$ cat src/isaPkg.sv
package isaPkg;

    localparam int dataW    = 16;   // datapath and register width
    localparam int instrW   = 16;   // one instruction word
    localparam int regAddrW = 3;    // r0..r7
    localparam int opW      = 5;    // opcode sits in instr[15:11]
    localparam int memAddrW = 4;    // sixteen data words

    // opcodes that retire with a result
    localparam logic [opW-1:0] opAddi   = 5'b01000;
    localparam logic [opW-1:0] opSubi   = 5'b01001;
    localparam logic [opW-1:0] opXori   = 5'b01010;
    localparam logic [opW-1:0] opAndni  = 5'b01011;
    localparam logic [opW-1:0] opSt     = 5'b10000;
    localparam logic [opW-1:0] opLd     = 5'b10001;
    localparam logic [opW-1:0] opRArith = 5'b11011; // add sub xor andn by fn

    // decoded for forwarding only, these retire as no-ops
    localparam logic [opW-1:0] opJr     = 5'b00101;
    localparam logic [opW-1:0] opJalr   = 5'b00111;
    localparam logic [opW-1:0] opBeqz   = 5'b01100;
    localparam logic [opW-1:0] opBnez   = 5'b01101;
    localparam logic [opW-1:0] opBltz   = 5'b01110;
    localparam logic [opW-1:0] opBgez   = 5'b01111;
    localparam logic [opW-1:0] opSlbi   = 5'b10010;
    localparam logic [opW-1:0] opStu    = 5'b10011;
    localparam logic [opW-1:0] opRoli   = 5'b10100;
    localparam logic [opW-1:0] opSlli   = 5'b10101;
    localparam logic [opW-1:0] opRori   = 5'b10110;
    localparam logic [opW-1:0] opSrli   = 5'b10111;
    localparam logic [opW-1:0] opBtr    = 5'b11001;
    localparam logic [opW-1:0] opRShift = 5'b11010;
    localparam logic [opW-1:0] opSeq    = 5'b11100;
    localparam logic [opW-1:0] opSlt    = 5'b11101;
    localparam logic [opW-1:0] opSle    = 5'b11110;
    localparam logic [opW-1:0] opSco    = 5'b11111;

    // r-format arithmetic group, instr[1:0]
    localparam logic [1:0] fnAdd  = 2'b00;
    localparam logic [1:0] fnSub  = 2'b01;  // rt - rs
    localparam logic [1:0] fnXor  = 2'b10;
    localparam logic [1:0] fnAndn = 2'b11;  // rs & ~rt

    // i-format reads rs only, its rt field is an immediate or rd
    function automatic logic isIFormat(input logic [opW-1:0] op);
        return op inside {opBeqz, opBnez, opBltz, opBgez, opSlbi, opJr, opJalr,
                          opAddi, opSubi, opXori, opAndni, opRoli, opSlli, opRori,
                          opSrli, opStu, opSt, opLd, opBtr};
    endfunction

    function automatic logic isRFormat(input logic [opW-1:0] op);
        return op inside {opRArith, opRShift, opSeq, opSlt, opSle, opSco};
    endfunction

    // rt is a real source for r-format and for the store data register
    function automatic logic usesRt(input logic [opW-1:0] op);
        return isRFormat(op) | (op == opSt) | (op == opStu);
    endfunction

endpackage

$ cat src/pipePkg.sv
package pipePkg;
    import isaPkg::*;

    localparam int cntW = 16;   // stall counter width

    typedef struct packed {
        logic [instrW-1:0] instr;
    } ifIdT;

    typedef struct packed {
        logic [opW-1:0]      opcode;
        logic [1:0]          fn;
        logic [regAddrW-1:0] rs;
        logic [regAddrW-1:0] rt;       // also the st data register
        logic [regAddrW-1:0] rd;
        logic [dataW-1:0]    imm;      // sign-extended instr[4:0]
        logic [dataW-1:0]    rsVal;
        logic [dataW-1:0]    rtVal;
        logic                regWrite;
        logic                memWrite;
        logic                memRead;
    } idExT;

    typedef struct packed {
        logic [dataW-1:0]    aluResult;  // also the ld/st address
        logic [dataW-1:0]    storeData;
        logic [regAddrW-1:0] rd;
        logic                regWrite;
        logic                memWrite;
        logic                memRead;
    } exMemT;

    typedef struct packed {
        logic [dataW-1:0]    wrData;
        logic [regAddrW-1:0] rd;
        logic                regWrite;
    } memWbT;

endpackage

$ cat src/pipeReg.sv
`timescale 1ns/1ns

module pipeReg #(
    parameter type payloadT = logic
) (
    input  logic    clk,
    input  logic    rstN,
    input  logic    hold,      // keep current content
    input  logic    flush,     // load a bubble, wins over hold
    input  payloadT d,
    input  logic    validIn,
    output payloadT q,
    output logic    validOut
);

    // bubbles always carry an all-zero payload so their control bits are off
    always_ff @(posedge clk or negedge rstN) begin
        if (!rstN) begin
            q        <= '0;
            validOut <= 1'b0;
        end else if (flush) begin
            q        <= '0;
            validOut <= 1'b0;
        end else if (!hold) begin
            q        <= validIn ? d : '0;
            validOut <= validIn;
        end
    end

endmodule

$ cat src/forwardingUnit.sv
`timescale 1ns/1ns

module forwardingUnit
    import isaPkg::*;
(
    input  logic                regWriteExMem,
    input  logic                regWriteMemWb,
    input  logic [regAddrW-1:0] registerRdExMem,
    input  logic [regAddrW-1:0] registerRdMemWb,
    input  logic [regAddrW-1:0] registerRsIdEx,
    input  logic [regAddrW-1:0] registerRtIdEx,
    input  logic [regAddrW-1:0] registerRsIfId,
    input  logic [regAddrW-1:0] registerRtIfId,
    input  logic                memWriteExMem,
    input  logic [opW-1:0]      opcodeIdEx,
    input  logic [opW-1:0]      opcodeIfId,
    output logic [1:0]          forwardA,      // 10 ex-ex, 01 mem-ex, 00 regfile
    output logic [1:0]          forwardB,
    output logic                forwardAMemId, // regfile write-through select
    output logic                forwardBMemId
);

    logic iFmtIdEx, rFmtIdEx;
    logic iFmtIfId, rFmtIfId;
    logic rtUsedIdEx;
    logic exMemWr;
    logic fwdAExEx, fwdAMemEx;
    logic fwdBExEx, fwdBMemEx;

    assign iFmtIdEx   = isIFormat(opcodeIdEx);
    assign rFmtIdEx   = isRFormat(opcodeIdEx);
    assign iFmtIfId   = isIFormat(opcodeIfId);
    assign rFmtIfId   = isRFormat(opcodeIfId);
    assign rtUsedIdEx = usesRt(opcodeIdEx);   // i-format b side is the immediate

    // a store in ex/mem never produces a register result
    assign exMemWr = regWriteExMem & ~memWriteExMem;

    // operand a, r0 matches like any other register
    assign fwdAExEx  = exMemWr & (rFmtIdEx | iFmtIdEx)
                     & (registerRdExMem == registerRsIdEx);
    assign fwdAMemEx = regWriteMemWb & (rFmtIdEx | iFmtIdEx)
                     & ~fwdAExEx                          // newer result wins
                     & (registerRdMemWb == registerRsIdEx);

    // operand b, only where rt is a register source
    assign fwdBExEx  = exMemWr & rtUsedIdEx
                     & (registerRdExMem == registerRtIdEx);
    assign fwdBMemEx = regWriteMemWb & rtUsedIdEx
                     & ~fwdBExEx
                     & (registerRdMemWb == registerRtIdEx);

    assign forwardA = fwdAExEx  ? 2'b10 :
                      fwdAMemEx ? 2'b01 :
                                  2'b00;
    assign forwardB = fwdBExEx  ? 2'b10 :
                      fwdBMemEx ? 2'b01 :
                                  2'b00;

    // decode reads the register that mem/wb writes this cycle
    // only the if/id fields matter here, the id/ex instruction already has its operands
    assign forwardAMemId = regWriteMemWb & (rFmtIfId | iFmtIfId)
                         & (registerRdMemWb == registerRsIfId);
    assign forwardBMemId = regWriteMemWb & (rFmtIfId | iFmtIfId)
                         & (registerRdMemWb == registerRtIfId);

endmodule

$ cat src/stallCtrl.sv
`timescale 1ns/1ns

module stallCtrl
    import isaPkg::*;
(
    input  logic                clk,
    input  logic                rstN,
    input  logic                memReadIdEx,     // ld in id/ex
    input  logic [regAddrW-1:0] registerRdIdEx,
    input  logic [regAddrW-1:0] registerRsIfId,
    input  logic [regAddrW-1:0] registerRtIfId,
    input  logic [opW-1:0]      opcodeIfId,
    output logic                stall            // hold if/id, bubble into id/ex
);

    typedef enum logic {
        sRun,
        sBubble
    } stateT;

    stateT state;
    logic  rsUsed, rtUsed;
    logic  loadUse;

    assign rsUsed = isIFormat(opcodeIfId) | isRFormat(opcodeIfId);
    assign rtUsed = usesRt(opcodeIfId);

    assign loadUse = memReadIdEx
                   & ((rsUsed & (registerRsIfId == registerRdIdEx))
                    | (rtUsed & (registerRtIfId == registerRdIdEx)));

    // mealy output, the ld moves on while the user waits one cycle
    assign stall = (state == sRun) & loadUse;

    always_ff @(posedge clk or negedge rstN) begin
        if (!rstN) begin
            state <= sRun;
        end else begin
            case (state)
                sRun:    if (loadUse) state <= sBubble;
                sBubble: state <= sRun;   // bubble now sits in id/ex
                default: state <= sRun;
            endcase
        end
    end

endmodule

$ cat src/stallCounter.sv
`timescale 1ns/1ns

module stallCounter
    import pipePkg::*;
(
    input  logic            clk,
    input  logic            rstN,
    input  logic            stall,
    output logic [cntW-1:0] stallCount
);

    logic atMax;

    assign atMax = &stallCount;   // sticks at all ones

    always_ff @(posedge clk or negedge rstN) begin
        if (!rstN) begin
            stallCount <= '0;
        end else if (stall && !atMax) begin
            stallCount <= stallCount + 1'b1;   // edge closing the stall cycle
        end
    end

endmodule

$ cat src/regFile.sv
`timescale 1ns/1ns

module regFile
    import isaPkg::*;
(
    input  logic                clk,
    input  logic                rstN,
    input  logic [regAddrW-1:0] rdAddrA,
    input  logic [regAddrW-1:0] rdAddrB,
    input  logic                forwardAMemId,
    input  logic                forwardBMemId,
    input  logic                wrEn,
    input  logic [regAddrW-1:0] wrAddr,
    input  logic [dataW-1:0]    wrData,
    output logic [dataW-1:0]    rdDataA,
    output logic [dataW-1:0]    rdDataB
);

    logic [dataW-1:0] regs [0:(2**regAddrW)-1];   // r0 is writable

    always_ff @(posedge clk or negedge rstN) begin
        if (!rstN) begin
            for (int i = 0; i < 2**regAddrW; i++) regs[i] <= '0;
        end else if (wrEn) begin
            regs[wrAddr] <= wrData;
        end
    end

    // write-through so decode sees the value landing at this edge
    assign rdDataA = forwardAMemId ? wrData : regs[rdAddrA];
    assign rdDataB = forwardBMemId ? wrData : regs[rdAddrB];

endmodule

$ cat src/execUnit.sv
`timescale 1ns/1ns

module execUnit
    import isaPkg::*;
    import pipePkg::*;
(
    input  logic             clk,
    input  logic             rstN,
    input  idExT             idEx,
    input  logic [1:0]       forwardA,
    input  logic [1:0]       forwardB,
    input  logic [dataW-1:0] exMemResult,     // ex-ex source
    input  logic [dataW-1:0] memWbData,       // mem-ex source
    input  logic [dataW-1:0] memAddrExMem,    // ex/mem alu result
    input  logic [dataW-1:0] storeDataExMem,
    input  logic             memWriteExMem,
    output logic [dataW-1:0] aluResult,
    output logic [dataW-1:0] storeData,
    output logic [dataW-1:0] loadData
);

    logic [dataW-1:0] opA, rtVal, opB;
    logic [1:0]       aluOp;
    logic [dataW-1:0] dmem [0:(2**memAddrW)-1];

    always_comb begin
        case (forwardA)
            2'b10:   opA = exMemResult;
            2'b01:   opA = memWbData;
            default: opA = idEx.rsVal;
        endcase
        case (forwardB)
            2'b10:   rtVal = exMemResult;
            2'b01:   rtVal = memWbData;
            default: rtVal = idEx.rtVal;
        endcase
    end

    assign opB       = (idEx.opcode == opRArith) ? rtVal : idEx.imm;
    assign storeData = rtVal;   // st data keeps the forwarded rt

    always_comb begin
        case (idEx.opcode)
            opRArith: aluOp = idEx.fn;
            opSubi:   aluOp = fnSub;
            opXori:   aluOp = fnXor;
            opAndni:  aluOp = fnAndn;
            default:  aluOp = fnAdd;   // addi, ld and st address
        endcase
        case (aluOp)
            fnSub:   aluResult = opB - opA;   // wisc subtracts rs from b
            fnXor:   aluResult = opA ^ opB;
            fnAndn:  aluResult = opA & ~opB;
            default: aluResult = opA + opB;
        endcase
    end

    // data memory sits in the ex/mem stage, low address bits index it
    always_ff @(posedge clk or negedge rstN) begin
        if (!rstN) begin
            for (int i = 0; i < 2**memAddrW; i++) dmem[i] <= '0;
        end else if (memWriteExMem) begin
            dmem[memAddrExMem[memAddrW-1:0]] <= storeDataExMem;
        end
    end

    assign loadData = dmem[memAddrExMem[memAddrW-1:0]];   // same-cycle read

endmodule

$ cat src/fwdPipeTop.sv
`timescale 1ns/1ns

module fwdPipeTop
    import isaPkg::*;
    import pipePkg::*;
(
    input  logic                clk,
    input  logic                rstN,
    input  logic                instrValid,
    input  logic [instrW-1:0]   instr,
    output logic                stall,
    output logic                wbEn,
    output logic [regAddrW-1:0] wbReg,
    output logic [dataW-1:0]    wbData,
    output logic [cntW-1:0]     stallCount
);

    ifIdT  ifIdIn, ifId;
    idExT  idExIn, idEx;
    exMemT exMemIn, exMem;
    memWbT memWbIn, memWb;
    logic  ifIdValid, idExValid, exMemValid, memWbValid;

    logic [1:0]          forwardA, forwardB;
    logic                forwardAMemId, forwardBMemId;
    logic [dataW-1:0]    rsVal, rtVal;
    logic [dataW-1:0]    aluResult, storeData, loadData;
    logic [opW-1:0]      opIfId;
    logic [regAddrW-1:0] rsIfId, rtIfId;

    assign ifIdIn.instr = instr;
    assign opIfId = ifId.instr[15:11];
    assign rsIfId = ifId.instr[10:8];
    assign rtIfId = ifId.instr[7:5];

    // decode, rd moves to [4:2] for r-format
    always_comb begin
        idExIn.opcode   = opIfId;
        idExIn.fn       = ifId.instr[1:0];
        idExIn.rs       = rsIfId;
        idExIn.rt       = rtIfId;
        idExIn.rd       = isRFormat(opIfId) ? ifId.instr[4:2] : rtIfId;
        idExIn.imm      = {{(dataW-5){ifId.instr[4]}}, ifId.instr[4:0]};
        idExIn.rsVal    = rsVal;
        idExIn.rtVal    = rtVal;
        idExIn.regWrite = opIfId inside {opRArith, opAddi, opSubi, opXori, opAndni, opLd};
        idExIn.memWrite = (opIfId == opSt);
        idExIn.memRead  = (opIfId == opLd);
    end

    always_comb begin
        exMemIn.aluResult = aluResult;
        exMemIn.storeData = storeData;
        exMemIn.rd        = idEx.rd;
        exMemIn.regWrite  = idEx.regWrite;
        exMemIn.memWrite  = idEx.memWrite;
        exMemIn.memRead   = idEx.memRead;
        memWbIn.wrData    = exMem.memRead ? loadData : exMem.aluResult;   // wb select
        memWbIn.rd        = exMem.rd;
        memWbIn.regWrite  = exMem.regWrite;
    end

    assign wbEn   = memWbValid & memWb.regWrite;
    assign wbReg  = memWb.rd;
    assign wbData = memWb.wrData;

    pipeReg #(.payloadT(ifIdT)) ifIdReg (.clk, .rstN, .hold(stall), .flush(1'b0),
        .d(ifIdIn), .validIn(instrValid), .q(ifId), .validOut(ifIdValid));
    pipeReg #(.payloadT(idExT)) idExReg (.clk, .rstN, .hold(1'b0), .flush(stall),
        .d(idExIn), .validIn(ifIdValid), .q(idEx), .validOut(idExValid));
    pipeReg #(.payloadT(exMemT)) exMemReg (.clk, .rstN, .hold(1'b0), .flush(1'b0),
        .d(exMemIn), .validIn(idExValid), .q(exMem), .validOut(exMemValid));
    pipeReg #(.payloadT(memWbT)) memWbReg (.clk, .rstN, .hold(1'b0), .flush(1'b0),
        .d(memWbIn), .validIn(exMemValid), .q(memWb), .validOut(memWbValid));

    forwardingUnit fwd0 (.regWriteExMem(exMem.regWrite), .regWriteMemWb(memWb.regWrite),
        .registerRdExMem(exMem.rd), .registerRdMemWb(memWb.rd),
        .registerRsIdEx(idEx.rs), .registerRtIdEx(idEx.rt),
        .registerRsIfId(rsIfId), .registerRtIfId(rtIfId),
        .memWriteExMem(exMem.memWrite), .opcodeIdEx(idEx.opcode), .opcodeIfId(opIfId),
        .forwardA, .forwardB, .forwardAMemId, .forwardBMemId);

    stallCtrl stall0 (.clk, .rstN, .memReadIdEx(idEx.memRead), .registerRdIdEx(idEx.rd),
        .registerRsIfId(rsIfId), .registerRtIfId(rtIfId), .opcodeIfId(opIfId), .stall);

    stallCounter cnt0 (.clk, .rstN, .stall, .stallCount);

    regFile rf0 (.clk, .rstN, .rdAddrA(rsIfId), .rdAddrB(rtIfId),
        .forwardAMemId, .forwardBMemId, .wrEn(wbEn), .wrAddr(memWb.rd),
        .wrData(memWb.wrData), .rdDataA(rsVal), .rdDataB(rtVal));

    execUnit ex0 (.clk, .rstN, .idEx, .forwardA, .forwardB,
        .exMemResult(exMem.aluResult), .memWbData(memWb.wrData),
        .memAddrExMem(exMem.aluResult), .storeDataExMem(exMem.storeData),
        .memWriteExMem(exMem.memWrite), .aluResult, .storeData, .loadData);

endmodule

$ cat config.mk
export PLATFORM = sky130hd
export DESIGN_NAME = fwdPipeTop
export DESIGN_NICKNAME = d
export VERILOG_FILES = /design/src/isaPkg.sv /design/src/pipePkg.sv /design/src/pipeReg.sv /design/src/forwardingUnit.sv /design/src/stallCtrl.sv /design/src/stallCounter.sv /design/src/regFile.sv /design/src/execUnit.sv /design/src/fwdPipeTop.sv
export SDC_FILE = /design/constraint.sdc
export NUM_CORES = 1
export LEC_CHECK = 0
export ABC_CLOCK_PERIOD_IN_PS = 7700
export BUFFER_PORTS_ARGS = -buffer_cell sky130_fd_sc_hd__buf_2
export CAP_MARGIN = 20
export CELL_PAD_IN_SITES_DETAIL_PLACEMENT = 1
export CELL_PAD_IN_SITES_GLOBAL_PLACEMENT = 1
export CORE_AREA = 2 2 172 343
export CTS_CLUSTER_SIZE = 20
export DETAILED_ROUTE_END_ITERATION = 8
export DIE_AREA = 0 0 174 345
export PLACE_DENSITY = 0.81
export SLEW_MARGIN = 20
export SYNTH_ARGS = -nofsm -noshare
export SYNTH_HDL_FRONTEND = slang
export SYNTH_HIERARCHICAL = 1
export SYNTH_SLANG_ARGS = --single-unit
export TNS_END_PERCENT = 5
$ cat constraint.sdc
create_clock -name clk -period 7.7 [get_ports clk]
set_clock_uncertainty 0.15 [all_clocks]
set_input_delay 0.77 -clock clk [delete_from_list [all_inputs] [get_ports clk]]
set_output_delay 0.77 -clock clk [all_outputs]
set_load 0.02 [all_outputs]
Word-level counts from Yosys, hierarchy flattened
Index checks and enable logic that the tools add are counted.
W data, S select, Z words.
{ "classes": {"add_sub_neg": 3, "mul": 0, "div": 0, "n_lt_le_gt_ge": 6, "n_eq_ne": 65, "shift": 0, "mux": 36, "n_bitwise": 37, "n_reduce_logical": 10} }
{ "ops": {"columns": ["op", "n"], "rows": [
  ["$bwmux W256", 1],
  ["$mux W16", 13],
  ["$eq A5 B5 Y1 const B", 30],
  ["$mux W67", 2],
  ["$bwmux W128", 1],
  ["$bmux W16 S3", 2],
  ["$eq A5 B4 Y1 const B", 16],
  ["$bmux W16 S4", 1],
  ["$demux W16 S4", 1],
  ["$pmux W16 S2", 2],
  ["$demux W16 S3", 1],
  ["$pmux W16 S3", 1],
  ["$mux W38", 1],
  ["$reduce_bool A19 Y1", 2],
  ["$eq A3 B3 Y1", 8],
  ["$eq A5 B3 Y1 const B", 4],
  ["$mux W20", 1],
  ["$and A1 B1 Y1", 19],
  ["$reduce_bool A6 Y1", 3],
  ["$add A16 B1 Y16 const B", 1],
  ["$add A16 B16 Y16", 1],
  ["$and A16 B16 Y16", 1],
  ["$not A16 Y16", 1],
  ["$reduce_and A16 Y1", 1],
  ["other kinds (19)", 43]
]} }
{ "word_totals": {"ff_bits": 546, "latchBits": 0, "ramBits": 0, "rom_bits": 0, "in_bits": 19, "out_inout_bits": 37, "wordCells": 208, "mem_count": 0} }

Longest topological paths before layout
Gate-level depths: netlist of run 1.
{ "logic_depth": {"word_depth": 18, "mapped_depth": 24, "ltp_nobuf": 21} }

By module
The synthesis of run 1 kept the hierarchy.
{ "modules_own_cells": {"columns": ["mod", "n_inst", "cells_per_inst", "area_per_inst_um2", "seq_area_each_um2"], "rows": [
  ["execUnit", 1, 1047, 13973.4, 6406.1],
  ["regFile", 1, 590, 7350.8, 3203.1],
  ["pipeReg at idExReg", 1, 163, 2566.2, 1701.6],
  ["pipeReg at exMemReg", 1, 95, 1476.4, 975.9],
  ["stallCounter", 1, 75, 840.8, 400.4],
  ["pipeReg at memWbReg", 1, 53, 833.3, 525.5],
  ["pipeReg at ifIdReg", 1, 43, 671.9, 425.4],
  ["fwdPipeTop", 1, 31, 344.1, 0.0],
  ["forwardingUnit", 1, 42, 337.8, 0.0],
  ["stallCtrl", 1, 19, 152.6, 25.0]
]} }

Worst setup path before layout of run 1
No wires, ideal clock.
{ "synth_path": {"kind": "register -> register", "startpoint": "register memWbReg/q[1] (netlist name)", "endpoint": "register exMemReg/q[37] (netlist name)", "setup_ps": 122, "arrival_time_ps": 4373, "required_ps": 7428, "setup_slack_ps": 3055, "stages_incl_launch_ff": 22, "n_path_buf": 1, "period_less_slack_ps": 4645, "cell_sequence": "dfrtp_1 xnor2_1 nand4_1 nor3b_1 inv_1 ha_1 clkbuf_1 a221oi_1 nor2_1 inv_1 ha_1 nand2_1 o31ai_1 xor2_1 ha_1 a21o_1 a311oi_1 a21oi_1 a221oi_2 xnor2_1 o21ai_1 a32o_1"} }
{ "synth_between": {"word_cells_on_any_way": 22, "classes_between": "2 x add/sub; 6 x eq/ne; 9 x mux; 5 x bitwise"} }
{ "synth_rtl": {"columns": ["element", "line_no", "text"], "rows": [
  ["from (decl)", "pipeReg.sv:12", "output payloadT q,"],
  ["from (signal assigned)", "pipeReg.sv:25", "q <= validIn ? d : '0;"],
  ["$eq A3 B3 Y1 *", "forwardingUnit.sv:44", "& (registerRdMemWb == registerRsIdEx);"],
  ["$and A1 B1 Y1 *", "forwardingUnit.sv:44", null],
  ["$mux W1 *", "forwardingUnit.sv:54", "fwdAMemEx ? 2'b01 :"],
  ["$mux W2 *", "forwardingUnit.sv:53", "assign forwardA = fwdAExEx ? 2'b10 :"],
  ["named net forwardA[0]", "fwdPipeTop.sv:24", "logic [1:0] forwardA, forwardB;"],
  ["$eq A2 B1 Y1 or $eq A2 B2 Y1 (tied branches)", "execUnit.sv:27", "case (forwardA)"],
  ["$pmux W16 S2 *", "execUnit.sv:27", null],
  ["$add A16 B16 Y16, or another cell as far along", "execUnit.sv:54", "default: aluResult = opA + opB;"],
  ["$pmux W16 S3 *", "execUnit.sv:50", "case (aluOp)"],
  ["named net aluResult[15]", "fwdPipeTop.sv:27", "logic [dataW-1:0] aluResult, storeData, loadData;"],
  ["$mux W38 *", "pipeReg.sv:25", null],
  ["to (signal assigned)", "pipeReg.sv:25", null],
  ["to (decl)", "pipeReg.sv:12", null]
]} }
The timed path passes the listed nets; every way through them passes the cells marked *.
A chain may end at the register's enable or synchronous reset.

Worst setup path after layout of run 1
{ "layout_path": {"startpoint": "register memWbReg/q[2] (netlist name)", "endpoint": "register exMemReg/q[35] (netlist name)"} }
The elaborated chain is that of the path after synthesis.

==> results.py, run 1 <==
metrics = {
    "clock_tree": {
        "clockBufferDepth": 3,
        "path_clk_slew_ps": 70,
        "clock_sinks": 546,
        "cts_resized": 0,
        "postCtsHoldBufs": 0,
        "htreeDepth": 2,
        "cts_setup_buffers": 0,
        "clock_latency_ps": 620,
        "numCtsBuffers": 51,
        "ctsRootBufferMaster": "clkbuf_16",
        "cts_tree": "yes",
    },
    "sta": {
        "period_share": 0.800,
        "relSlewSlack": -0.914,
        "rsz0062_at_grt": "no",
        "hold_violations": 4,
        "setup_violations": 0,
        "worst_pin_slew_ps": 2860,
        "slew_violations": 67,
        "fin_crit_ps": 6160,
        "timing.setup.tns_ps": 0,
        "fmax_ghz": 0.162,
        "hold_ws_ps": -24.9,
    },
    "detailed_routing": {
        "drt_iter0_drc": 1268,
        "drc": 0,
        "antenna_left": 0,
        "drt_pass1_iterations": 5,
        "vias": 19000,
        "via_per_inst": 6.46,
        "routedWlPerCell_um": 27.1,
        "drt_wl_total_um": 79900,
    },
    "synthesis": {
        "yosysSeqAreaShare": 0.479,
        "ys_top_cells_by_area": "dfrtp_1 (48%), mux2_2 (18%), mux4_2 (6.3%), a32o_1 (4.1%), mux2i_1 (2.8%)",
        "netlist_area_sq_um": 28500,
        "synthArstFlopShare": 1.00,
        "ys.flop_type": "dfrtp_1",
        "ys_types": 83,
        "yosysWarnings": 6,
        "yosysTopAreaCell": "dfrtp_1",
        "synth.avg_cell_area_sq_um": 13.2,
        "synth_top_area_frac": 0.479,
        "synth-edff-count": 0,
        "synth-seq-cells": 546,
        "netlist_instances": 2158,
    },
    "worst_hold_path": {
        "min_path_type": "input port to asynchronous set/reset pin",
    },
    "die": {
        "placementRows": 125,
        "die_area_sq_um": 60000,
        "die_w_um": 174,
        "pin_count": 56,
        "initial_core_util": 0.496,
        "core_area_sq_um": 57600,
        "die_h_um": 345,
    },
    "final_layout": {
        "drive_gt1_frac": 0.358,
        "layout_commonest_cell": "dfrtp_1",
        "insertedDiodeCount": 0,
        "layout_common_cells": "dfrtp_1 (542), mux2_2 (444), a32o_1 (117), nand2_1 (91), mux2i_1 (81)",
        "final_cells": 2946,
        "final_nets": 2205,
        "area_growth_pct": 8.47,
        "fillers": 5746,
    },
    "pwr": {
        "irDropWorstVdd_mv": 0.218,
        "combPwrFrac": 0.072,
        "intPower_mw": 4.56,
        "seqPwrFrac": 0.488,
        "p_switching_mw": 1.44,
        "leakagePower_nw": 14.4,
        "switching_share": 0.240,
        "p_per_area_nw_per_um2": 194,
        "power.share.clock": 0.441,
    },
    "global_route": {
        "met3_usage": 0.0337,
        "overflow": 0,
        "grt_first_pass_wirelength_um": 126000,
        "grt_max_degree": 186,
        "grt_pass1_vias": 20900,
        "antenna_found_initial": 0,
        "grt.busiest_layer": "met2",
        "use_met2": 0.466,
        "grt_usage": 0.269,
        "use_met1": 0.340,
    },
    "setup_path": {
        "crit_type": "flop to flop",
        "startpoint_type": "flop",
        "arrival_ps": 6500,
        "critPathCaptureType": "flop",
        "worstPathRequired_ps": 8040,
        "path_max_fanout": 32,
    },
    "outcome": {
        "status": "complete, but fails checks",
        "violations": "hold timing, slew limit",
    },
    "run": {
        "cap_violations": 0,
    },
    "placed_design": {
        "hpwl_um": 49800,
        "portBuffers": 55,
        "gp_congestion": 0.897,
        "dp.cells": 2856,
    },
}
==> power by group through the flow <==
stage	sequential, mW	combinational [mW]	clock, mW
CTS	2.92	0.418	2.70
detailed placement	2.98	0.413	0
global placement	2.98	0.405	0
floorplan	2.96	0.289	0
global route	2.93	0.472	2.80
finish	2.93	0.430	2.64
==> layer usage <==
metal,share of wire,vias to the layer above
met5,0,-
met4,0.045,0
met3,0.043,197
met2,0.51,556
met1,0.40,10100
li1,-,8165
==> kinds of logic (layout without fill, tap and decap cells) <==
kind of cell	Yosys count	count (layout)	share of synthesized area
muxes	636	636	0.280
DFF	546	546	0.479
AOI/OAI and AO/OA	398	398	0.112
and+or+nand+nor	266	266	0.0531
buffers and inverters	215	215	0.0409
xor gates and xnor gates	58	58	0.0178
adders and majority gates	38	38	0.0169
other	1	27	0.000131
==> flip-flops by register name (all words and copies together) (netlist names) <==
register and cells:
ex0/dmem 256, rf0/regs 128, idExReg/q 67, exMemReg/q 38
memWbReg/q 20, cnt0/stallCount 16, ifIdReg/q 16, exMemReg/validOut 1
idExReg/validOut 1, ifIdReg/validOut 1, memWbReg/validOut 1, stall0/state 1
==> cell usage after synthesis, types with 24 or more instances <==
library cell  number
nor2_1            48
o21ai_0           33
o22ai_1           36
inv_1             28
buf_2             51
a22oi_1           24
mux4_2            80
ha_1              37
buf_6             25
dfrtp_1          546
a32o_1           117
clkbuf_1          63
mux2_2           444
nand2_1           91
xnor2_1           36
o31ai_1           39
mux2i_1           81
a21oi_1           30
a22o_1            32
==> metrics by stage <==
stage | total power [mW] | util | worst slack, ps | hold slack (ps) | cell area [sq um]
2_1_floorplan | 3.25 | - | 3060 | 309 | 28600
3_3_place_gp | 3.38 | 0.507 | 1860 | 321 | 29200
3_5_place_dp | 3.39 | 0.508 | 1660 | 338 | 29200
4_1_cts | 6.04 | 0.538 | 1620 | 24.4 | 31000
5_1_grt | 6.20 | 0.538 | 956 | 53.9 | 31000
6_report | 6.00 | 0.538 | 1540 | -24.9 | 31000
==> critical path: stages (launching register included) <==
cell       delay, ps
dfrtp_1          840
xnor2_1          190
nand4_1          120
nor3b_1          330
inv_1             90
ha_1             900
o21ai_1          400
nor4_4           490
and3_1           280
a21oi_1          100
xnor2_1          170
ha_1             380
nand2_1           90
a2111oi_0        370
o31ai_1          180
a21oi_1          320
o21a_1           190
o21a_1           120
o31ai_1           70
a32o_1           260
==> path summary, 6_finish.rpt <==
kind | start | end | slack, ps | cells past startpoint
worst max-delay path | memWbReg/q[2]$_DFFE_PN0P_ | exMemReg/q[35]$_DFFE_PN0P_ | 1540 | 19
worst min-delay path | rstN | ex0/dmem[184]$_DFFE_PN0P_ | -20 | 1
worst max register to register | memWbReg/q[2]$_DFFE_PN0P_ | exMemReg/q[35]$_DFFE_PN0P_ | 1540 | 19
worst min register to register | ex0/dmem[185]$_DFFE_PN0P_ | ex0/dmem[185]$_DFFE_PN0P_ | 340 | 1
max in group asynchronous | rstN | ifIdReg/q[5]$_DFFE_PN0P_ | 5940 | 2
min in group clk | instr[7] | ifIdReg/q[7]$_DFFE_PN0P_ | 280 | 2
==> layout make-up <==
cell class / instances / area, sq um / area share
well taps: 762 / 953 / 0.0308
clock inverters: 13 / 234 / 0.00756
repair buffers: 94 / 614 / 0.0198
multi-input cells: 1423 / 13900 / 0.448
inverters: 32 / 120 / 0.00388
flip-flops and latches: 546 / 13700 / 0.442
clock buffers: 76 / 1500 / 0.0485
No activity file was read; power rests on OpenSTA's default activity.
==> inputs of run 2 (changes only) <==
--- a/config.mk
+++ b/config.mk
@@ -5,7 +5,7 @@
 export SDC_FILE = /design/constraint.sdc
 export NUM_CORES = 1
 export LEC_CHECK = 0
-export ABC_CLOCK_PERIOD_IN_PS = 7700
+export ABC_CLOCK_PERIOD_IN_PS = 6300
 export BUFFER_PORTS_ARGS = -buffer_cell sky130_fd_sc_hd__buf_2
 export CAP_MARGIN = 20
 export CELL_PAD_IN_SITES_DETAIL_PLACEMENT = 1
==> constraint.sdc (replaced) <==
create_clock -name clk -period 6.3 [get_ports clk]
set_clock_uncertainty 0.15 [all_clocks]
set_input_delay 0.63 -clock clk [delete_from_list [all_inputs] [get_ports clk]]
set_output_delay 0.63 -clock clk [all_outputs]
set_load 0.02 [all_outputs]
==> run 2 against run 1 <==
Against the previous run: the flow finishes with violations (slew limit); non-clock buffer count increased by 3; clock power increased by 29%; register-to-register slack got worse by 870 ps; global-route usage about the same; sequential cell count unchanged; sequential share of layout area decreased by 0.24 points; die area unchanged; setup slack got worse by 870 ps; sequential power increased by 22%; largest power group unchanged.
==> results.py, run 2 (same netlist as run 1, synthesis figures left out) <==
metrics = {
    "pwr": {
        "leakagePower_nw": 14.5,
        "intPower_mw": 5.72,
        "power.share.clock": 0.453,
        "p_total_mw": 7.50,
        "seqPwrFrac": 0.477,
        "irDropWorstVdd_mv": 0.240,
        "combPwrFrac": 0.070,
        "switching_share": 0.238,
        "p_switching_mw": 1.78,
        "p_per_area_nw_per_um2": 241,
    },
    "setup_path": {
        "startpoint_type": "flop",
        "arrival_ps": 5960,
        "crit_family": "compound AO/OA/AOI/OAI gates",
        "slowest_stage": "ha_1",
        "critPathCaptureType": "flop",
        "crit_chain": "a211o_2 -> o21ai_0 -> nor3b_1 -> inv_1 -> ha_1 -> buf_4 -> nand2_1 -> o21ai_1 -> nor4_4 -> and3_1 -> nor2_1 -> xnor2_1 -> ha_1 -> nand2_1 -> a2111oi_0 -> o31ai_1 -> a21oi_1 -> o21a_1 -> o21a_1 -> o31ai_1 -> a32o_1",
        "crit_type": "flop to flop",
        "critPathBufInv": 2,
        "path_max_fanout": 18,
        "worstPathRequired_ps": 6630,
        "critPathMaxStageDelay_ps": 530,
    },
    "final_layout": {
        "largest-register": "ex0/dmem",
        "insertedDiodeCount": 0,
        "final_nets": 2208,
        "largest_reg_flops": 256,
        "area_growth_pct": 9.06,
        "top_regs": "ex0/dmem x256, rf0/regs x128, idExReg/q x67",
        "final_cells": 2956,
        "fillers": 5707,
        "drive_gt1_frac": 0.363,
        "layout_commonest_cell": "dfrtp_1",
        "layout_common_cells": "dfrtp_1 (542), mux2_2 (444), a32o_1 (117), nand2_1 (91), mux2i_1 (81)",
    },
    "die": {
        "pin_count": 56,
        "placementRows": 125,
        "core_area_sq_um": 57600,
        "die_w_um": 174,
        "initial_core_util": 0.496,
        "die_area_sq_um": 60000,
        "die_h_um": 345,
    },
    "clock_tree": {
        "htreeDepth": 2,
        "path_clk_slew_ps": 70,
        "clock_sinks": 546,
        "cts_tree": "yes",
        "ctsRootBufferMaster": "clkbuf_16",
        "numCtsBuffers": 51,
        "clock_latency_ps": 600,
        "clockBufferDepth": 3,
    },
    "global_route": {
        "use_met2": 0.465,
        "grt.busiest_layer": "met2",
        "antenna_found_initial": 1,
        "grt_pass1_vias": 20800,
        "met3_usage": 0.0308,
        "grt_first_pass_wirelength_um": 126000,
        "grt_usage": 0.269,
        "overflow": 0,
        "grt_max_degree": 182,
        "use_met1": 0.346,
    },
    "sta": {
        "worst_pin_slew_ps": 2880,
        "slew_violations": 67,
        "setup_violations": 0,
        "rsz0062_at_grt": "no",
        "timing.setup.tns_ps": 0,
        "setup_ws_ps": 666,
        "fin_crit_ps": 5630,
        "fmax_ghz": 0.177,
        "period_share": 0.894,
        "hold_violations": 0,
        "relSlewSlack": -0.927,
    },
    "detailed_routing": {
        "drt_iter0_drc": 1405,
        "drc": 0,
        "antenna_left": 0,
        "vias": 19100,
        "drt_pass1_iterations": 7,
        "drt_wl_total_um": 80500,
        "via_per_inst": 6.46,
        "routedWlPerCell_um": 27.2,
    },
    "worst_hold_path": {
        "min_path_type": "input port to flop",
    },
    "placed_design": {
        "pre_cts_slack_ps": 750,
        "portBuffers": 55,
        "hpwl_um": 49500,
        "dp.cells": 2857,
        "gp_congestion": 0.899,
    },
    "outcome": {
        "violations": "slew limit",
        "status": "complete, but fails checks",
    },
    "run": {
        "cap_violations": 0,
    },
}
run 2: final cells by class:
class / instances / area, sq um / area share
clock inverters: 27 / 393 / 0.0126
flip-flops and latches: 546 / 13700 / 0.439
well taps: 762 / 953 / 0.0306
multi-input cells: 1423 / 13900 / 0.446
inverters: 32 / 120 / 0.00386
clock buffers: 69 / 1460 / 0.0467
repair buffers: 97 / 663 / 0.0213
run 2: final timing paths:
path	from	endpoint	slack (ps)	cells after the start
setup / recovery	idExReg/q[62]$_DFFE_PN0P_	exMemReg/q[35]$_DFFE_PN0P_	670	21
hold / removal	instr[2]	ifIdReg/q[2]$_DFFE_PN0P_	140	2
setup reg to reg	idExReg/q[62]$_DFFE_PN0P_	exMemReg/q[35]$_DFFE_PN0P_	670	21
hold reg to reg	ex0/dmem[118]$_DFFE_PN0P_	ex0/dmem[118]$_DFFE_PN0P_	350	1
max in group asynchronous	rstN	rf0/regs[77]$_DFFE_PN0P_	4190	3
min in group asynchronous	rstN	ex0/dmem[152]$_DFFE_PN0P_	420	2
run 2: power groups by stage:
| stage | Combinational, mW | Sequential (mW) | Clock, mW |
|---|---|---|---|
| floorplan | 0.353 | 3.62 | 0 |
| global placement | 0.496 | 3.64 | 0 |
| detailed placement | 0.505 | 3.64 | 0 |
| CTS | 0.511 | 3.57 | 3.45 |
| global route | 0.578 | 3.57 | 3.58 |
| finish | 0.527 | 3.57 | 3.40 |
run 2: repair_timing:
action | 4_1_cts | 5_1_grt
endpoints found under the hold margin | 57 | 0
setup buffers | 0 | 0
resized for setup | 0 | 0
hold buffers | 1 | 0
endpoints found under the setup margin | 0 | 0
run 2: per-stage QoR:
| stage | utilization | instance area, sq um | hold slack, ps |
|---|---|---|---|
| finish | 0.541 | 31100 | 142 |
| global route | 0.541 | 31100 | 132 |
| CTS | 0.541 | 31100 | 117 |
| detailed placement | 0.508 | 29300 | 331 |
| global placement | 0.508 | 29200 | 319 |
| floorplan | - | 28600 | 184 |
run 2: per-layer routing:
metal | wire [um] | up-vias | part of all wire
li1 | - | 8183 | -
met1 | 32900 | 10200 | 0.41
met2 | 40800 | 540 | 0.51
met3 | 3440 | 175 | 0.043
met4 | 3340 | 0 | 0.042
met5 | 0 | - | 0
==> inputs of run 3 (changes only) <==
--- a/config.mk
+++ b/config.mk
@@ -5,16 +5,17 @@
 export SDC_FILE = /design/constraint.sdc
 export NUM_CORES = 1
 export LEC_CHECK = 0
+export ABC_AREA = 1
 export ABC_CLOCK_PERIOD_IN_PS = 6300
 export BUFFER_PORTS_ARGS = -buffer_cell sky130_fd_sc_hd__buf_2
 export CAP_MARGIN = 20
 export CELL_PAD_IN_SITES_DETAIL_PLACEMENT = 1
 export CELL_PAD_IN_SITES_GLOBAL_PLACEMENT = 1
-export CORE_AREA = 2 2 172 343
+export CORE_AREA = 2 2 184 366
 export CTS_CLUSTER_SIZE = 20
 export DETAILED_ROUTE_END_ITERATION = 8
-export DIE_AREA = 0 0 174 345
-export PLACE_DENSITY = 0.81
+export DIE_AREA = 0 0 186 368
+export PLACE_DENSITY = 0.85
 export SLEW_MARGIN = 20
 export SYNTH_ARGS = -nofsm -noshare
 export SYNTH_HDL_FRONTEND = slang
==> run 3 against run 2 <==
Against the previous run: synthesized area increased by 7.2%; first-iteration DRC count increased by 47%; highest routed layer unchanged; the run now ends clean; via count is 54% higher; utilization is 3.9 points lower; hold slack better by 8.1 ps; critical path depth grew 10; sequential cell count unchanged.
==> results.py, run 3 <==
metrics = {
    "outcome": {
        "status": "completed",
    },
    "pwr": {
        "power.share.clock": 0.443,
        "switching_share": 0.266,
        "p_switching_mw": 2.05,
        "combPwrFrac": 0.089,
        "seqPwrFrac": 0.468,
        "irDropWorstVdd_mv": 0.211,
        "intPower_mw": 5.67,
        "p_total_mw": 7.72,
        "leakagePower_nw": 16.1,
        "p_per_area_nw_per_um2": 234,
    },
    "detailed_routing": {
        "vias": 29400,
        "drc": 0,
        "drt_iter0_drc": 2062,
        "drt_wl_total_um": 112000,
        "drt_pass1_iterations": 5,
        "via_per_inst": 5.76,
        "antenna_left": 0,
        "routedWlPerCell_um": 22.0,
    },
    "placed_design": {
        "portBuffers": 55,
        "gp_congestion": 0.961,
        "hpwl_um": 71400,
        "pre_cts_slack_ps": 1380,
    },
    "final_layout": {
        "drive_gt1_frac": 0.0771,
        "area_growth_pct": 7.82,
        "final_nets": 4231,
        "top_regs": "ex0/dmem x256, rf0/regs x128, idExReg/q x67",
        "layout_commonest_cell": "nand2_1",
        "layout_common_cells": "nand2_1 (1599), dfrtp_1 (540), inv_1 (352), nand3_1 (340), o21ai_0 (327)",
        "largest_reg_flops": 256,
        "insertedDiodeCount": 0,
        "final_core_util": 0.502,
        "largest-register": "ex0/dmem",
        "fillers": 8426,
    },
    "sta": {
        "timing.setup.tns_ps": 0,
        "setup_ws_ps": 1220,
        "setup_violations": 0,
        "hold_violations": 0,
        "rsz0062_at_grt": "no",
        "period_share": 0.806,
        "hold_ws_ps": 150,
        "fmax_ghz": 0.197,
        "worst_pin_slew_ps": 1040,
        "slew_violations": 0,
        "relSlewSlack": 0.303,
        "fin_crit_ps": 5080,
    },
    "synthesis": {
        "ys_types": 54,
        "synth-edff-count": 0,
        "synthTopCellsByCount": "nand2_1 (1600), dfrtp_1 (546), inv_1 (352), nand3_1 (340), o21ai_0 (327)",
        "ys_top_cells_by_area": "dfrtp_1 (45%), nand2_1 (20%), nand3_1 (5.6%), o21ai_0 (5.3%), inv_1 (4.3%)",
        "yosysMostFrequentCell": "nand2_1",
        "ys.flop_type": "dfrtp_1",
        "synthArstFlopShare": 1.00,
        "yosysWarnings": 6,
        "synth-seq-cells": 546,
        "synth.avg_cell_area_sq_um": 7.19,
        "yosysSeqAreaShare": 0.446,
        "yosysTopAreaCell": "dfrtp_1",
        "netlist_area_sq_um": 30600,
        "synth_top_area_frac": 0.446,
        "netlist_instances": 4259,
    },
    "setup_path": {
        "worstPathRequired_ps": 6660,
        "critPathMaxStageDelay_ps": 420,
        "path_max_fanout": 16,
        "crit_path_frequent_cell": "nand2_1",
        "critPathCaptureType": "flop",
        "arrival_ps": 5430,
        "slowest_stage": "dfrtp_1",
        "startpoint_type": "flop",
        "crit_type": "flop to flop",
    },
    "global_route": {
        "overflow": 0,
        "grt_pass1_vias": 31300,
        "antenna_found_initial": 0,
        "grt_usage": 0.333,
        "grt_first_pass_wirelength_um": 176000,
        "grt_max_degree": 138,
    },
    "clock_tree": {
        "cts_tree": "yes",
        "numCtsBuffers": 51,
        "clock_latency_ps": 630,
        "ctsRootBufferMaster": "clkbuf_16",
        "clockBufferDepth": 3,
        "htreeDepth": 2,
        "clock_sinks": 546,
        "path_clk_slew_ps": 70,
    },
    "die": {
        "initial_core_util": 0.466,
        "die_h_um": 368,
        "die_w_um": 186,
        "core_area_sq_um": 65700,
        "placementRows": 133,
        "die_area_sq_um": 68400,
        "pin_count": 56,
    },
    "run": {
        "cap_violations": 0,
    },
    "worst_hold_path": {
        "min_path_type": "input port to flop",
    },
}
run 3: cell count changes after synthesis, sizes merged, moves of 48 or more:
cell | previous run | this run
o211ai | 10 | 69
inv | 32 | 380
o21ai | 45 | 392
clkbuf | 63 | 111
nand2 | 91 | 1638
mux2 | 475 | 0
nor2 | 49 | 304
a21oi | 30 | 107
mux4 | 80 | 0
a32o | 137 | 0
mux2i | 81 | 1
nand3 | 10 | 342
run 3: power groups by stage:
stage	Sequential (mW)	Clock, mW	Combinational (mW)
final	3.61	3.42	0.690
after global routing	3.61	3.58	0.766
after CTS	3.61	3.47	0.667
after detailed placement	3.68	0	0.661
after global placement	3.67	0	0.646
after floorplan	3.64	0	0.447
run 3: final timing paths:
path	from	end	slack, ps	cells after the start
hold reg to reg	ex0/dmem[206]$_DFFE_PN0P_	ex0/dmem[206]$_DFFE_PN0P_	340	2
setup reg to reg	exMemReg/q[1]$_DFFE_PN0P_	exMemReg/q[37]$_DFFE_PN0P_	1220	31
max in group asynchronous	rstN	ex0/dmem[178]$_DFFE_PN0P_	3980	4
hold / removal	instr[5]	ifIdReg/q[5]$_DFFE_PN0P_	150	5
min in group asynchronous	rstN	rf0/regs[55]$_DFFE_PN0P_	520	2
setup / recovery	exMemReg/q[1]$_DFFE_PN0P_	exMemReg/q[37]$_DFFE_PN0P_	1220	31
run 3: layer usage:
| metal | global-route usage | vias up | wire length [um] | part of all wire |
|---|---|---|---|---|
| met5 | 0 | - | 0 | 0 |
| met4 | 0.227 | 0 | 8780 | 0.078 |
| met3 | 0.0408 | 423 | 5670 | 0.051 |
| met2 | 0.579 | 1002 | 56500 | 0.50 |
| met1 | 0.375 | 14600 | 41000 | 0.37 |
| li1 | - | 13300 | - | - |
run 3: critical path: cells and delay by family (launching register included):
kind | cells | cell delay [ps]
buffers and inverters | 3 | 220
adders and majority gates | 3 | 940
and+or+nand+nor | 20 | 2320
AOI/OAI and AO/OA | 4 | 710
DFF | 1 | 420
xor gates and xnor gates | 1 | 180
run 3: stage by stage:
step | instances | area, sq um
3_5_place_dp | 4997 | 31200
4_1_cts | 5092 | 33000
6_report | 5092 | 33000
3_3_place_gp | 4997 | 31200
5_1_grt | 5092 | 33000
2_1_floorplan | 4271 | 30700
run 3: cell families after synthesis:
kind of cell / after synthesis / synth area share
and+or+nand+nor: 2344 / 0.315
DFF: 546 / 0.446
AOI/OAI and AO/OA: 653 / 0.121
adders and majority gates: 38 / 0.0158
buffers and inverters: 647 / 0.0926
xor gates and xnor gates: 29 / 0.00830
muxes: 1 / 0.000327
other: 1 / 0.000123
run 3: timing repair:
item                       CTS  global route
buffers inserted             0             0
gates resized for setup      0             0
hold endpoints to repair    96             0
hold buffers                 1             0
setup endpoints to repair    0             0
run 3: final cells by class:
class                           count  area, sq um  area share
Multi-Input combinational cell   3078        14200       0.431
Clock inverter                     20          323     0.00978
Inverter                          383         1460      0.0441
Timing Repair Buffer              114          756      0.0229
Clock buffer                       74         1480      0.0450
Tap cell                          877         1100      0.0332
Sequential cell                   546        13700       0.414
